### src/x86_isa_pkg.sv
package x86_isa_pkg;

  // Opcodes of the supported instruction subset
  // Codes not listed here execute as a no-operation
  typedef enum logic [6:0] {
    // Arithmetic
    ADD   = 7'h00,
    ADC   = 7'h01,
    INC   = 7'h02,
    SUB   = 7'h03,
    SBB   = 7'h04,
    DEC   = 7'h05,
    CMP   = 7'h06,
    // Logic
    AND   = 7'h08,
    TEST  = 7'h09,
    OR    = 7'h0a,
    XOR   = 7'h0b,
    NOT   = 7'h0c,
    // Shift and rotate
    SHL   = 7'h10,
    SHR   = 7'h11,
    ROL   = 7'h12,
    ROR   = 7'h13,
    // Data movement
    MOV   = 7'h18,
    LEA   = 7'h19,
    MOVSX = 7'h1a,
    MOVZX = 7'h1b,
    XCHG  = 7'h1c,
    // Flag manipulation
    STC   = 7'h20,
    CLC   = 7'h21,
    STD   = 7'h22,
    CLD   = 7'h23,
    LAHF  = 7'h24,
    SAHF  = 7'h25,
    // Control flow
    JMP   = 7'h28,
    JZ    = 7'h29,
    JNZ   = 7'h2a,
    CALLR = 7'h2b,
    CALLI = 7'h2c,
    NOP   = 7'h7f
  } opcode_t;

  // EFLAGS bit positions, architectural layout
  localparam int unsigned EFLAGS_CF = 0;
  localparam int unsigned EFLAGS_PF = 2;
  localparam int unsigned EFLAGS_AF = 4;
  localparam int unsigned EFLAGS_ZF = 6;
  localparam int unsigned EFLAGS_SF = 7;
  localparam int unsigned EFLAGS_TF = 8;
  localparam int unsigned EFLAGS_IF = 9;
  localparam int unsigned EFLAGS_DF = 10;
  localparam int unsigned EFLAGS_OF = 11;

endpackage

### src/exec_ctl_pkg.sv
package exec_ctl_pkg;

  // ALU operations, decoded from the opcode by execute
  typedef enum logic [3:0] {
    ALU_ADD = 4'd0,
    ALU_SUB = 4'd1,
    ALU_AND = 4'd2,
    ALU_OR  = 4'd3,
    ALU_XOR = 4'd4,
    ALU_SHL = 4'd5,
    ALU_SHR = 4'd6,
    ALU_ROL = 4'd7,
    ALU_ROR = 4'd8
  } alu_op_t;

  // Compact status vector carried between execute and its units
  // Only the flags the units may touch are in here
  localparam int unsigned STAT_OF = 0;
  localparam int unsigned STAT_SF = 1;
  localparam int unsigned STAT_ZF = 2;
  localparam int unsigned STAT_PF = 3;
  localparam int unsigned STAT_CF = 4;
  localparam int unsigned STAT_AF = 5;
  localparam int unsigned STAT_DF = 6;

  // Move unit kinds
  localparam logic [1:0] MV_COPY = 2'd0;
  // Byte source widened into a full word
  localparam logic [1:0] MV_SEXT = 2'd1;
  localparam logic [1:0] MV_ZEXT = 2'd2;
  // Both operands written back swapped
  localparam logic [1:0] MV_SWAP = 2'd3;

endpackage

### src/alu.sv
`timescale 1ns/1ps

module alu (
  input  exec_ctl_pkg::alu_op_t op,
  input  logic                  use_carry,
  input  logic                  no_flags,
  input  logic [6:0]            status_in,
  input  logic [31:0]           a,
  input  logic [31:0]           b,
  output logic [31:0]           result,
  output logic [6:0]            status_out
);

  import exec_ctl_pkg::*;

  logic        is_sub;
  logic        carry_in;
  logic [31:0] b_eff;
  logic [32:0] sum;
  logic [31:0] logic_res;
  logic [4:0]  cnt;
  logic [32:0] shl_wide;
  logic [32:0] shr_wide;
  logic [63:0] rol_wide;
  logic [63:0] ror_wide;
  logic        upd_zsp;

  // Subtract goes through the same adder as a + ~b + 1
  // For SBB the incoming borrow takes that 1 away again
  assign is_sub   = (op == ALU_SUB);
  assign b_eff    = is_sub ? ~b : b;
  assign carry_in = is_sub ? ~(use_carry & status_in[STAT_CF])
                           : (use_carry & status_in[STAT_CF]);
  assign sum      = {1'b0, a} + {1'b0, b_eff} + {32'd0, carry_in};

  assign logic_res = (op == ALU_AND) ? (a & b) :
                     (op == ALU_OR)  ? (a | b) :
                                       (a ^ b);

  // Count is the low five bits of b
  assign cnt      = b[4:0];
  // Spare bit on each side catches the last bit shifted out
  assign shl_wide = {1'b0, a} << cnt;
  assign shr_wide = {a, 1'b0} >> cnt;
  // Doubled word turns a rotate into a plain shift
  assign rol_wide = {a, a} << cnt;
  assign ror_wide = {a, a} >> cnt;

  always_comb begin
    result     = a;
    status_out = status_in;
    upd_zsp    = 1'b1;
    case (op)
      ALU_ADD, ALU_SUB: begin
        result              = sum[31:0];
        // Carry out for add, borrow for subtract
        status_out[STAT_CF] = is_sub ? ~sum[32] : sum[32];
        // Overflow when both adder inputs agree in sign and the sum does not
        status_out[STAT_OF] = (a[31] == b_eff[31]) && (sum[31] != a[31]);
        // Carry or borrow into bit 4
        status_out[STAT_AF] = a[4] ^ b[4] ^ sum[4];
      end
      ALU_AND, ALU_OR, ALU_XOR: begin
        result              = logic_res;
        status_out[STAT_CF] = 1'b0;
        status_out[STAT_OF] = 1'b0;
        status_out[STAT_AF] = 1'b0;
      end
      ALU_SHL: begin
        result              = shl_wide[31:0];
        status_out[STAT_OF] = 1'b0;
        // Nothing shifted out on a zero count so CF stays
        if (cnt != 5'd0) begin
          status_out[STAT_CF] = shl_wide[32];
        end
      end
      ALU_SHR: begin
        result              = shr_wide[32:1];
        status_out[STAT_OF] = 1'b0;
        if (cnt != 5'd0) begin
          status_out[STAT_CF] = shr_wide[0];
        end
      end
      ALU_ROL: begin
        result  = rol_wide[63:32];
        upd_zsp = 1'b0;
        // Bit rotated into the LSB
        if (cnt != 5'd0) begin
          status_out[STAT_CF] = rol_wide[32];
        end
      end
      ALU_ROR: begin
        result  = ror_wide[31:0];
        upd_zsp = 1'b0;
        // Bit rotated into the MSB
        if (cnt != 5'd0) begin
          status_out[STAT_CF] = ror_wide[31];
        end
      end
      default: begin
        upd_zsp = 1'b0;
      end
    endcase

    // Result flags, PF is even parity of the low byte
    if (upd_zsp) begin
      status_out[STAT_ZF] = (result == 32'd0);
      status_out[STAT_SF] = result[31];
      status_out[STAT_PF] = ~^result[7:0];
    end

    if (no_flags) begin
      status_out = status_in;
    end
    // The ALU never owns the direction flag
    status_out[STAT_DF] = status_in[STAT_DF];
  end

endmodule

### src/move_unit.sv
`timescale 1ns/1ps

module move_unit (
  input  logic [1:0]  kind,
  input  logic [31:0] opnd0_r,
  input  logic [31:0] opnd1_r,
  output logic [31:0] opnd0_w,
  output logic [31:0] opnd1_w
);

  import exec_ctl_pkg::*;

  always_comb begin
    // Second operand is untouched except on a swap
    opnd1_w = opnd1_r;
    case (kind)
      MV_SEXT: begin
        // MOVSX from a byte source
        opnd0_w = {{24{opnd1_r[7]}}, opnd1_r[7:0]};
      end
      MV_ZEXT: begin
        opnd0_w = {24'd0, opnd1_r[7:0]};
      end
      MV_SWAP: begin
        // XCHG writes both sides
        opnd0_w = opnd1_r;
        opnd1_w = opnd0_r;
      end
      default: begin
        // Plain copy, MOV and LEA
        opnd0_w = opnd1_r;
      end
    endcase
  end

endmodule

### src/meta_unit.sv
`timescale 1ns/1ps

module meta_unit (
  input  x86_isa_pkg::opcode_t opc,
  input  logic [31:0]          opnd_in,
  input  logic [6:0]           status_in,
  output logic                 ah_wr,
  output logic [31:0]          result,
  output logic [6:0]           status_out
);

  import x86_isa_pkg::*;
  import exec_ctl_pkg::*;

  always_comb begin
    ah_wr      = 1'b0;
    result     = opnd_in;
    status_out = status_in;
    case (opc)
      STC: status_out[STAT_CF] = 1'b1;
      CLC: status_out[STAT_CF] = 1'b0;
      STD: status_out[STAT_DF] = 1'b1;
      CLD: status_out[STAT_DF] = 1'b0;
      LAHF: begin
        ah_wr        = 1'b1;
        // AH layout, SF ZF 0 AF 0 PF 1 CF
        result[15:8] = {status_in[STAT_SF], status_in[STAT_ZF], 1'b0,
                        status_in[STAT_AF], 1'b0, status_in[STAT_PF],
                        1'b1, status_in[STAT_CF]};
      end
      SAHF: begin
        // Same AH layout read back, fixed bits ignored
        status_out[STAT_SF] = opnd_in[15];
        status_out[STAT_ZF] = opnd_in[14];
        status_out[STAT_AF] = opnd_in[12];
        status_out[STAT_PF] = opnd_in[10];
        status_out[STAT_CF] = opnd_in[8];
      end
      default: begin
        // Not a meta opcode, status passes through
        status_out = status_in;
      end
    endcase
  end

endmodule

### src/cfu.sv
`timescale 1ns/1ps

module cfu (
  input  x86_isa_pkg::opcode_t opc,
  input  logic [31:0]          eflags,
  input  logic [31:0]          eip,
  input  logic [3:0]           instr_len,
  input  logic [31:0]          address,
  output logic [31:0]          next_eip
);

  import x86_isa_pkg::*;

  logic [31:0] seq_eip;
  logic [31:0] rel_eip;
  logic        zf;

  // Fall-through address
  assign seq_eip = eip + {28'd0, instr_len};
  // Relative targets count from the end of the instruction
  assign rel_eip = seq_eip + address;
  assign zf      = eflags[EFLAGS_ZF];

  always_comb begin
    case (opc)
      // Absolute targets
      JMP, CALLR: begin
        next_eip = address;
      end
      CALLI: begin
        next_eip = rel_eip;
      end
      // Conditional branches on ZF
      JZ: begin
        next_eip = zf ? rel_eip : seq_eip;
      end
      JNZ: begin
        next_eip = zf ? seq_eip : rel_eip;
      end
      default: begin
        // Everything else steps over itself
        next_eip = seq_eip;
      end
    endcase
  end

endmodule

### src/execute.sv
`timescale 1ns/1ps

module execute (
  input  x86_isa_pkg::opcode_t opc,
  input  logic [31:0]          eflags,
  input  logic [31:0]          eip,
  input  logic [3:0]           instr_len,
  input  logic [31:0]          opnd0_r,
  input  logic [31:0]          opnd1_r,
  input  logic [31:0]          opnd2_r,
  output logic [31:0]          o_eflags,
  output logic [31:0]          next_eip,
  output logic [31:0]          opnd0_w,
  output logic [31:0]          opnd1_w
);

  import x86_isa_pkg::*;
  import exec_ctl_pkg::*;

  // Unit selects, at most one is high
  logic        exe_is_alu;
  logic        exe_is_mu;
  logic        exe_is_meta;
  // ALU controls
  alu_op_t     alu_op;
  logic        alu_use_carry;
  logic        alu_no_flags;
  logic        alu_keep_cf;
  logic        alu_no_wr;
  logic        alu_is_call;
  logic        alu_inc_dec;
  logic [31:0] alu_a;
  logic [31:0] alu_b;
  logic [31:0] alu_result;
  logic [6:0]  alu_status_out;
  // Move unit
  logic [1:0]  mu_kind;
  logic [31:0] mu_opnd0_w;
  logic [31:0] mu_opnd1_w;
  // Meta unit
  logic        ah_wr;
  logic [31:0] meta_result;
  logic [6:0]  meta_status_out;
  // Flags in compact form
  logic [6:0]  status;
  logic [6:0]  unit_status;

  assign exe_is_alu  = opc inside {ADD, ADC, INC, SUB, SBB, DEC, CMP, AND, TEST, OR, XOR,
                                   NOT, SHL, SHR, ROL, ROR, CALLR, CALLI};
  assign exe_is_mu   = opc inside {MOV, LEA, MOVSX, MOVZX, XCHG};
  assign exe_is_meta = opc inside {STC, CLC, STD, CLD, LAHF, SAHF};

  always_comb begin
    case (opc)
      SUB, SBB, DEC, CMP, CALLR, CALLI: alu_op = ALU_SUB;
      AND, TEST:                        alu_op = ALU_AND;
      OR:                               alu_op = ALU_OR;
      XOR, NOT:                         alu_op = ALU_XOR;
      SHL:                              alu_op = ALU_SHL;
      SHR:                              alu_op = ALU_SHR;
      ROL:                              alu_op = ALU_ROL;
      ROR:                              alu_op = ALU_ROR;
      default:                          alu_op = ALU_ADD;
    endcase
  end

  assign alu_use_carry = opc inside {ADC, SBB};
  assign alu_inc_dec   = opc inside {INC, DEC};
  // INC and DEC leave CF alone
  assign alu_keep_cf   = alu_inc_dec;
  // Compares only set flags
  assign alu_no_wr     = opc inside {CMP, TEST};
  assign alu_is_call   = opc inside {CALLR, CALLI};
  // NOT and the stack adjust of a CALL leave EFLAGS as is
  assign alu_no_flags  = (opc == NOT) || alu_is_call;

  // CALL lowers the stack pointer, opnd1 minus opnd2
  assign alu_a = alu_is_call ? opnd1_r : opnd0_r;
  assign alu_b = alu_is_call   ? opnd2_r      :
                 alu_inc_dec   ? 32'd1        :
                 (opc == NOT)  ? 32'hffff_ffff :
                                 opnd1_r;

  assign mu_kind = (opc == MOVSX) ? MV_SEXT :
                   (opc == MOVZX) ? MV_ZEXT :
                   (opc == XCHG)  ? MV_SWAP :
                                    MV_COPY;

  // Pack the unit-visible flags out of EFLAGS
  assign status = {eflags[EFLAGS_DF], eflags[EFLAGS_AF], eflags[EFLAGS_CF],
                   eflags[EFLAGS_PF], eflags[EFLAGS_ZF], eflags[EFLAGS_SF],
                   eflags[EFLAGS_OF]};

  alu u_alu (
    .op         (alu_op),
    .use_carry  (alu_use_carry),
    .no_flags   (alu_no_flags),
    .status_in  (status),
    .a          (alu_a),
    .b          (alu_b),
    .result     (alu_result),
    .status_out (alu_status_out)
  );

  move_unit u_move (
    .kind    (mu_kind),
    .opnd0_r (opnd0_r),
    .opnd1_r (opnd1_r),
    .opnd0_w (mu_opnd0_w),
    .opnd1_w (mu_opnd1_w)
  );

  meta_unit u_meta (
    .opc        (opc),
    .opnd_in    (opnd0_r),
    .status_in  (status),
    .ah_wr      (ah_wr),
    .result     (meta_result),
    .status_out (meta_status_out)
  );

  // Runs on every opcode, the EIP always moves
  cfu u_cfu (
    .opc       (opc),
    .eflags    (eflags),
    .eip       (eip),
    .instr_len (instr_len),
    .address   (opnd0_r),
    .next_eip  (next_eip)
  );

  // Unpack the active unit's status back into EFLAGS
  // IF, TF and reserved bits come straight from the input
  always_comb begin
    unit_status = exe_is_meta ? meta_status_out : alu_status_out;
    if (alu_keep_cf) begin
      unit_status[STAT_CF] = status[STAT_CF];
    end
    o_eflags = eflags;
    if (exe_is_alu || exe_is_meta) begin
      o_eflags[EFLAGS_CF] = unit_status[STAT_CF];
      o_eflags[EFLAGS_PF] = unit_status[STAT_PF];
      o_eflags[EFLAGS_AF] = unit_status[STAT_AF];
      o_eflags[EFLAGS_ZF] = unit_status[STAT_ZF];
      o_eflags[EFLAGS_SF] = unit_status[STAT_SF];
      o_eflags[EFLAGS_DF] = unit_status[STAT_DF];
      o_eflags[EFLAGS_OF] = unit_status[STAT_OF];
    end
  end

  assign opnd0_w = (exe_is_alu && !alu_no_wr) ? alu_result  :
                   exe_is_mu                  ? mu_opnd0_w  :
                   ah_wr                      ? meta_result :
                                                opnd0_r;
  // Stack pointer writeback of a CALL goes out on opnd1
  assign opnd1_w = exe_is_mu   ? mu_opnd1_w :
                   alu_is_call ? alu_result :
                                 opnd1_r;

endmodule

### src/exec_stage.sv
`timescale 1ns/1ps

module exec_stage (
  input  logic                 clk,
  input  logic                 rst_n,
  input  logic                 req,
  output logic                 ack,
  input  x86_isa_pkg::opcode_t opc,
  input  logic [31:0]          eflags,
  input  logic [31:0]          eip,
  input  logic [3:0]           instr_len,
  input  logic [31:0]          opnd0_r,
  input  logic [31:0]          opnd1_r,
  input  logic [31:0]          opnd2_r,
  output logic [31:0]          o_eflags,
  output logic [31:0]          next_eip,
  output logic [31:0]          opnd0_w,
  output logic [31:0]          opnd1_w
);

  import x86_isa_pkg::*;

  // IDLE waits for req, EXEC has the inputs captured,
  // HOLD keeps ack up until req drops
  typedef enum logic [1:0] {
    IDLE = 2'd0,
    EXEC = 2'd1,
    HOLD = 2'd2
  } state_t;

  state_t      state;
  logic        capture;
  logic        load_out;
  // Captured operation
  opcode_t     opc_q;
  logic [31:0] eflags_q;
  logic [31:0] eip_q;
  logic [3:0]  instr_len_q;
  logic [31:0] opnd0_q;
  logic [31:0] opnd1_q;
  logic [31:0] opnd2_q;
  // Combinational results of execute
  logic [31:0] x_eflags;
  logic [31:0] x_next_eip;
  logic [31:0] x_opnd0_w;
  logic [31:0] x_opnd1_w;

  assign capture  = (state == IDLE) && req;
  assign load_out = (state == EXEC);

  // Handshake FSM
  // ack comes up on the edge after the capture edge
  always_ff @(posedge clk or negedge rst_n) begin
    if (!rst_n) begin
      state <= IDLE;
      ack   <= 1'b0;
    end else begin
      case (state)
        IDLE: begin
          if (req) begin
            state <= EXEC;
          end
        end
        EXEC: begin
          state <= HOLD;
          ack   <= 1'b1;
        end
        HOLD: begin
          // Back-pressure, no new capture while req is held
          if (!req) begin
            state <= IDLE;
            ack   <= 1'b0;
          end
        end
        default: begin
          state <= IDLE;
          ack   <= 1'b0;
        end
      endcase
    end
  end

  // Inputs sampled once per request
  always_ff @(posedge clk) begin
    if (capture) begin
      opc_q       <= opc;
      eflags_q    <= eflags;
      eip_q       <= eip;
      instr_len_q <= instr_len;
      opnd0_q     <= opnd0_r;
      opnd1_q     <= opnd1_r;
      opnd2_q     <= opnd2_r;
    end
  end

  execute u_execute (
    .opc       (opc_q),
    .eflags    (eflags_q),
    .eip       (eip_q),
    .instr_len (instr_len_q),
    .opnd0_r   (opnd0_q),
    .opnd1_r   (opnd1_q),
    .opnd2_r   (opnd2_q),
    .o_eflags  (x_eflags),
    .next_eip  (x_next_eip),
    .opnd0_w   (x_opnd0_w),
    .opnd1_w   (x_opnd1_w)
  );

  // Results stay held until the next request completes
  always_ff @(posedge clk) begin
    if (load_out) begin
      o_eflags <= x_eflags;
      next_eip <= x_next_eip;
      opnd0_w  <= x_opnd0_w;
      opnd1_w  <= x_opnd1_w;
    end
  end

endmodule

### config.mk
export PLATFORM = sky130hd
export DESIGN_NAME = exec_stage
export DESIGN_NICKNAME = d
export VERILOG_FILES = /design/src/x86_isa_pkg.sv /design/src/exec_ctl_pkg.sv /design/src/alu.sv /design/src/move_unit.sv /design/src/meta_unit.sv /design/src/cfu.sv /design/src/execute.sv /design/src/exec_stage.sv
export SDC_FILE = /design/constraint.sdc
export NUM_CORES = 1
export LEC_CHECK = 0
export ABC_AREA = 0
export BUFFER_PORTS_ARGS = -buffer_cell sky130_fd_sc_hd__buf_4
export CAP_MARGIN = 20
export CORE_MARGIN = 5
export CORE_UTILIZATION = 25
export DETAILED_ROUTE_END_ITERATION = 12
export PLACE_DENSITY = 0.4
export SLEW_MARGIN = 30
export SYNTH_ARGS = -nofsm -noshare
export SYNTH_HDL_FRONTEND = slang
export SYNTH_SLANG_ARGS = --single-unit
### constraint.sdc
create_clock -name clk -period 15.1 [get_ports clk]
set_input_delay 0.755 -clock clk [delete_from_list [all_inputs] [get_ports clk]]
set_output_delay 0.755 -clock clk [all_outputs]
set_load 0.05 [all_outputs]
==> summary.txt, run 1 <==
Status: finished clean
Worst Clk Skew: 0.04616 ns
Slew Limit Fails: 0
Worst Setup Start Kind: flop
Final Util: 30.53%
Worst-path clk slew: 0.06 ns
Grt ovf: 0
Async SR Flop Fraction: 0.9804%
Hold Path Class: in -> reg
Crit end category: flop
Syn Inst Count: 2,869
EDFF count, synth: 299
CP required: 15.40 ns
Worst slew pin tran: 1.092 ns
Pre-antenna DRT Iters: 9
DR WL/cell: 35.92 µm
Fin crit share: 53.60%
First-pass GRT wire length: 218,100 µm
Nets: 3,430
FF+latch count, synth: 306
Fillcell total: 10,810
Synth warn: 0
Final WL: 162,100 µm
Clk Latency, worst-skew pair: 0.61 ns
Initial drt markers: 3,722
Bufs on Longest Clock Path: 3
Syn_nets: 3,186
Share of cells above drive strength 1: 17.98%
CTS tree: done
Io pins: 303
Synth unique cells: 97
CP arrival: 8.39 ns
Post-Place Cells: 4,438
Core area: 0.1016 mm²
Fin area: 0.03102 mm²
Die W: 329.4 µm
Vias in the first global route: 25,970
Starting density of the core: 25.10%
Pwr/cell area: 196.8 mW/mm²
MaxCap Viol Count: 0
Top_reg_cell synth: edfxtp_1
Setup Total Neg Slack: 0 ns
Setup CP Type: reg -> reg
Unrepaired setup endpoints after global routing: false
Post-CTS Setup Inserts: 0
Largest net degree at the start of global routing: 130
Die Y: 329.4 µm
Pwr Total: 6.104 mW
Clock Root Buffer: clkbuf_16
Area after DPL: 0.02971 mm²
H-tree depth: 2
Placer Congestion: 1.077
P_leak: 11.56 nW
GR Util All Layers: 28.61%
Port bufs: 302
DR vias: 27,090
TritonCTS Buffers: 40
Fin cells: 4,513
Vias per Instance: 6.002
# setup viols final: 0
Detailed placement HPWL: 124,700 µm
Post-Syn Area per Cell: 8.890 µm²
Fin crit period: 8.094 ns
Worst slew margin: 27.21%
Layout area overhead: 21.61%
Initial antenna violation count: 9
Row count: 117
Final Hold Vio Count: 0
Max Clock Freq: 123.6 MHz
Remaining antenna violation count after routing: 0
Netlist Area Pre-Place: 0.02550 mm²
Critical-path maximum fanout: 22
Register area share after synthesis: 35.81%
VDD IR-drop max: 0.1433 mV
Residual DRC: 0
Die ar.: 0.1085 mm²
CTS Sinks: 306
cell type report:
| cell class | count | area [µm²] | area share [%] |
|---|---|---|---|
| Multi-Input combinational cell | 2227 | 15270 | 49.22 |
| Sequential cell | 306 | 9135 | 29.45 |
| Timing Repair Buffer | 424 | 3198 | 10.31 |
| Tap cell | 1368 | 1712 | 5.519 |
| Clock buffer | 51 | 1064 | 3.429 |
| Inverter | 114 | 427.9 | 1.380 |
| Clock inverter | 20 | 206.4 | 0.6656 |
| Antenna cell | 3 | 7.507 | 0.02420 |
report_power, final:
part	internal (mW)	switching [mW]
combinational	1.08	2.67
sequential	1.20	0.230
clock	0.538	0.388
total	2.82	3.29
final timing paths:
check | slack, ns | cells after the start | to | from
setup / recovery | 7.01 | 20 | opnd0_w[30] | opc_q[2]
min in group asynchronous | 0.48 | 2 | ack | rst_n
setup reg to reg | 7.01 | 20 | opnd0_w[30] | opc_q[2]
hold / removal | 0.32 | 1 | opnd2_q[7] | opnd2_r[7]
max in group asynchronous | 14.53 | 2 | state[0] | rst_n
hold reg to reg | 0.41 | 0 | o_eflags[18] | eflags_q[18]
cells in the mapped netlist, drive strengths merged (20+ instances only):
cell type | number | area share (%)
ha | 139 | 6.8
a31oi | 37 | 0.97
clkbuf | 140 | 2.1
nand2 | 213 | 3.1
a22oi | 69 | 2.0
buf | 82 | 1.6
nor2 | 278 | 4.1
xor2 | 60 | 2.1
a211oi | 40 | 1.2
nand2b | 40 | 0.98
nor3 | 47 | 0.94
edfxtp | 299 | 35
mux2i | 107 | 4.2
o21ai | 216 | 4.3
inv | 114 | 1.7
o22ai | 90 | 2.2
o221ai | 81 | 2.9
nand3 | 81 | 1.6
a221oi | 33 | 1.2
xnor2 | 58 | 2.0
a21oi | 186 | 3.7
o211ai | 68 | 2.1
o2111ai | 30 | 1.0
and3 | 20 | 0.49
a21o | 28 | 0.82
state kept, by name, summed over array words and instances, names as in the netlist, named ones only:
name and cells:
opnd0_w 32, instr_len_q 4, opnd0_q 32, eflags_q 32
opc_q 7, opnd2_q 32, ack 1, next_eip 32
state 2, opnd1_q 32, o_eflags 32, eip_q 32
opnd1_w 32
worst max-delay path, cell delays in order (launching register included):
cell	delay [ns]
edfxtp_1	0.69
or4bb_1	0.67
a31oi_4	0.69
nor3_1	0.13
nor2_1	0.45
xnor2_1	0.16
fa_1	0.49
fa_1	0.46
a21o_1	0.22
a22oi_1	0.25
a211o_1	0.30
o21ai_0	0.32
a221oi_1	0.51
nor3_1	0.11
or3_1	0.40
a211o_1	0.33
o21ai_0	0.12
xor2_1	0.17
o211ai_1	0.73
nand2_1	0.10
o21ai_1	0.44
per-stage QoR:
stage	hold WS, ns	setup WS [ns]
floorplan	0.4003	4.346
global placement	0.4001	6.930
detailed placement	0.4045	7.294
CTS	0.2739	7.265
global route	0.2919	6.865
finish	0.3162	7.006
placed cells by master, fill, tap and decap left out, drive strengths merged, types with 17 or more instances in the layout:
cell type,synthesis,layout
o211ai,68,68
nor2,278,278
a21o,28,28
a221oi,33,33
nand4,19,19
o31ai,17,17
xnor2,58,58
ha,139,139
inv,114,117
o221ai,81,81
nor3,47,47
edfxtp,299,299
o22ai,90,90
o2111ai,30,30
a211oi,40,40
a31oi,37,37
nor2b,18,18
nand3,81,81
nand2b,40,40
nand2,213,213
o21ai,216,216
a22oi,69,69
buf,82,423
and3,20,20
clkbuf,140,51
a21oi,186,186
mux2i,107,107
xor2,60,60
routing by layer:
layer	vias up	global-route usage (%)	share of wire [%]
met5	-	0	0.0074
met4	2	14.71	6.3
met3	322	6.096	8.7
met2	1627	42.30	42
met1	13560	39.30	43
li1	11580	-	-
cell families after synthesis:
family	Yosys count	share of synthesized area, %
compound gates	1041	28.16
xor+xnor	118	4.052
fa+ha+maj	143	7.133
buf+inv	336	5.377
flops	306	35.81
mux	115	4.553
simple gates	810	14.91
timing repair:
| item | 4_1_cts | 5_1_grt |
|---|---|---|
| gates resized for setup | 0 | 0 |
| hold buffers | 1 | 0 |
| endpoints found under the hold margin | 3 | 0 |
(Power assumes the default switching activity.)
==> run 2: changes to the inputs <==
ABC_AREA = 1   (was 0)
PLACE_DENSITY = 0.41   (was 0.4)
clock period = 6.9 ns   (was 15.1 ns; I/O delays follow)
==> run 2 against run 1 <==
  * Fmax increased by 23%
  * Clock power increased by 110%
  * Cell count increased by 16%
  * Cell area increased by 2.4%
  * Total power increased by 110%
  * First-iteration DRC count decreased by 22%
  * Clock skew increased by 0.011 ns
  * Critical path depth increased by 7
  * Register-to-register slack got worse by 6.7 ns
  * Die area decreased by 2.1%
  * Setup slack got worse by 6.7 ns
==> summary.txt, run 2 <==
Bufs on Longest Clock Path: 3
Slew Limit Fails: 0
Crit end category: flop
Status: finished clean
Pwr Total: 12.68 mW
Initial drt markers: 2,905
Largest area contributor in the netlist: edfxtp_1
Detailed placement HPWL: 104,000 µm
Netlist Area Pre-Place: 0.02496 mm²
Vias in the first global route: 26,170
Top_reg_cell synth: edfxtp_1
Row count: 116
Setup Total Neg Slack: 0 ns
DR vias: 26,950
Residual DRC: 0
Nets: 4,221
Clock Root Buffer: clkbuf_16
Syn Inst Count: 3,462
Hold path cells: 3
Port bufs: 302
Fin crit share: 95.64%
GR Util All Layers: 23.94%
VDD IR-drop max: 0.2290 mV
Yosys top cell area share: 35.97%
Final WL: 132,100 µm
Worst slew pin tran: 0.9612 ns
Die ar.: 0.1063 mm²
Layout area overhead: 27.23%
H-tree depth: 2
First-pass GRT wire length: 187,900 µm
Post-CTS Setup Inserts: 0
P_leak: 13.92 nW
TritonCTS Buffers: 38
Post-Syn Area per Cell: 7.210 µm²
Fin crit period: 6.599 ns
Unrepaired setup endpoints after global routing: false
Final Hold Vio Count: 0
Remaining antenna violation count after routing: 0
Hold Path Class: in -> reg
Largest net degree at the start of global routing: 115
Worst-path clk slew: 0.06 ns
Worst slew margin: 35.25%
CTS tree: done
Most common cell in the netlist: nand2_1
Grt ovf: 0
Core area: 0.09957 mm²
Synth unique cells: 61
Placer Congestion: 1.055
MaxCap Viol Count: 0
Syn_nets: 3,779
Max Clock Freq: 151.5 MHz
CTS Sinks: 306
# setup viols final: 0
Most common cell after layout, fill and taps aside: nand2_1
Synth warn: 0
Critical-path maximum fanout: 27
Pwr/cell area: 399.1 mW/mm²
CP arrival: 7.05 ns
Register area share after synthesis: 36.59%
Setup CP Type: reg -> reg
FF+latch count, synth: 306
EDFF count, synth: 299
Pre-antenna DRT Iters: 6
Die Y: 326.0 µm
Worst r2r path cells: 27
CP required: 7.36 ns
Commonest non-fill, non-tap cells in the layout: nand2_1, nand3_1, buf_4
Io pins: 303
Worst Clk Skew: 0.05685 ns
Worst Setup Start Kind: flop
DR WL/cell: 25.27 µm
Commonest cells in the netlist: nand2_1, nand3_1, inv_1, o21ai_0, edfxtp_1
Share of cells above drive strength 1: 12.22%
Clk Latency, worst-skew pair: 0.61 ns
Vias per Instance: 5.153
Async SR Flop Fraction: 0.9804%
Initial antenna violation count: 6
Starting density of the core: 25.07%
Area contributors post-synth: edfxtp_1, nand2_1, nand3_1
Die W: 326.0 µm
run 2: changes by cell type in the layout (fill, tap and decap cells not counted), sizes merged, moves of 47 or more:
cell | previous run | this run
a22oi | 69 | 6
o22ai | 90 | 4
mux2i | 107 | 0
dlygate4sd3 | 1 | 172
o221ai | 81 | 34
o21ai | 216 | 315
inv | 117 | 329
nand3 | 81 | 516
nand2 | 213 | 993
run 2: layout make-up:
cell class | instances | area [µm²]
Antenna cell | 4 | 10.01
Timing Repair Buffer | 556 | 4642
Tap cell | 1298 | 1624
Multi-Input combinational cell | 2675 | 13920
Fill cell | 10870 | 67810
Clock inverter | 22 | 226.5
Inverter | 327 | 1232
Sequential cell | 306 | 9134
Clock buffer | 42 | 965.9
run 2: repair_timing:
item,in CTS,in global routing
endpoints found under the hold margin,174,0
hold buffers,172,0
gates resized for setup,0,3
endpoints found under the setup margin,0,1
run 2: stage by stage:
stage	worst slack (ns)	instances	utilization (%)	cell area [µm²]	hold slack, ns
2_1_floorplan	0.1505	3462	-	24960	0.04941
3_3_place_gp	0.4360	4990	28.95	28830	0.1377
3_5_place_dp	0.3343	4990	28.95	28830	0.1358
4_1_cts	0.3776	5226	31.88	31740	0.03361
5_1_grt	0.07231	5227	31.89	31750	0.06363
6_report	0.3007	5230	31.90	31760	0.07030
run 2: final timing paths:
kind / from / end / slack, ns
setup reg to reg: opc_q[3] / o_eflags[6] / 0.30
hold reg to reg: eflags_q[5] / o_eflags[5] / 0.42
setup / recovery: opc_q[3] / o_eflags[6] / 0.30
hold / removal: req / state[0] / 0.07
min in group asynchronous: rst_n / ack / 0.09
max in group asynchronous: rst_n / state[1] / 6.72
run 2: power by group:
group | internal, mW | total [mW] | switching (mW)
clock network | 1.13 | 1.98 | 0.852
registers | 2.59 | 2.88 | 0.297
logic | 2.19 | 7.81 | 5.62
total | 5.91 | 12.7 | 6.77
run 2: logic make-up (layout without fill, tap and decap cells):
kind of cell	after synthesis	count (layout)	synth area share, %
buffers and inverters	481	947	7.880
adders and majority gates	143	143	7.288
other	0	4	0
DFF	306	306	36.59
xor gates and xnor gates	79	79	2.772
and+or+nand+nor	1825	1825	31.00
AOI/OAI and AO/OA	628	628	14.47
run 2: per-layer routing:
layer  GRT usage [%]  part of all wire [%]
met5               0                0.0098
met4           12.53                   6.2
met3           4.710                   7.8
met2           37.11                    44
met1           31.64                    42
run 2: critical path, cell delays in order, from the launching register on:
cell	delay [ns]
edfxtp_1	0.43
nand2_1	0.12
inv_1	0.04
nand2_1	0.10
nand2_2	0.09
nand2_4	0.34
buf_4	0.36
nand2_1	0.08
nand2_1	0.43
inv_1	0.19
ha_1	0.40
a21oi_1	0.39
a21boi_0	0.24
inv_1	0.09
o21ai_0	0.16
nand3_1	0.28
a211oi_1	0.40
o2111ai_2	0.30
o21ai_1	0.29
ha_1	0.21
nand3_1	0.07
nor3b_1	0.34
nand4_1	0.34
nor2_1	0.19
nand3_1	0.19
nor2_1	0.14
nand2_1	0.09
a21oi_1	0.15
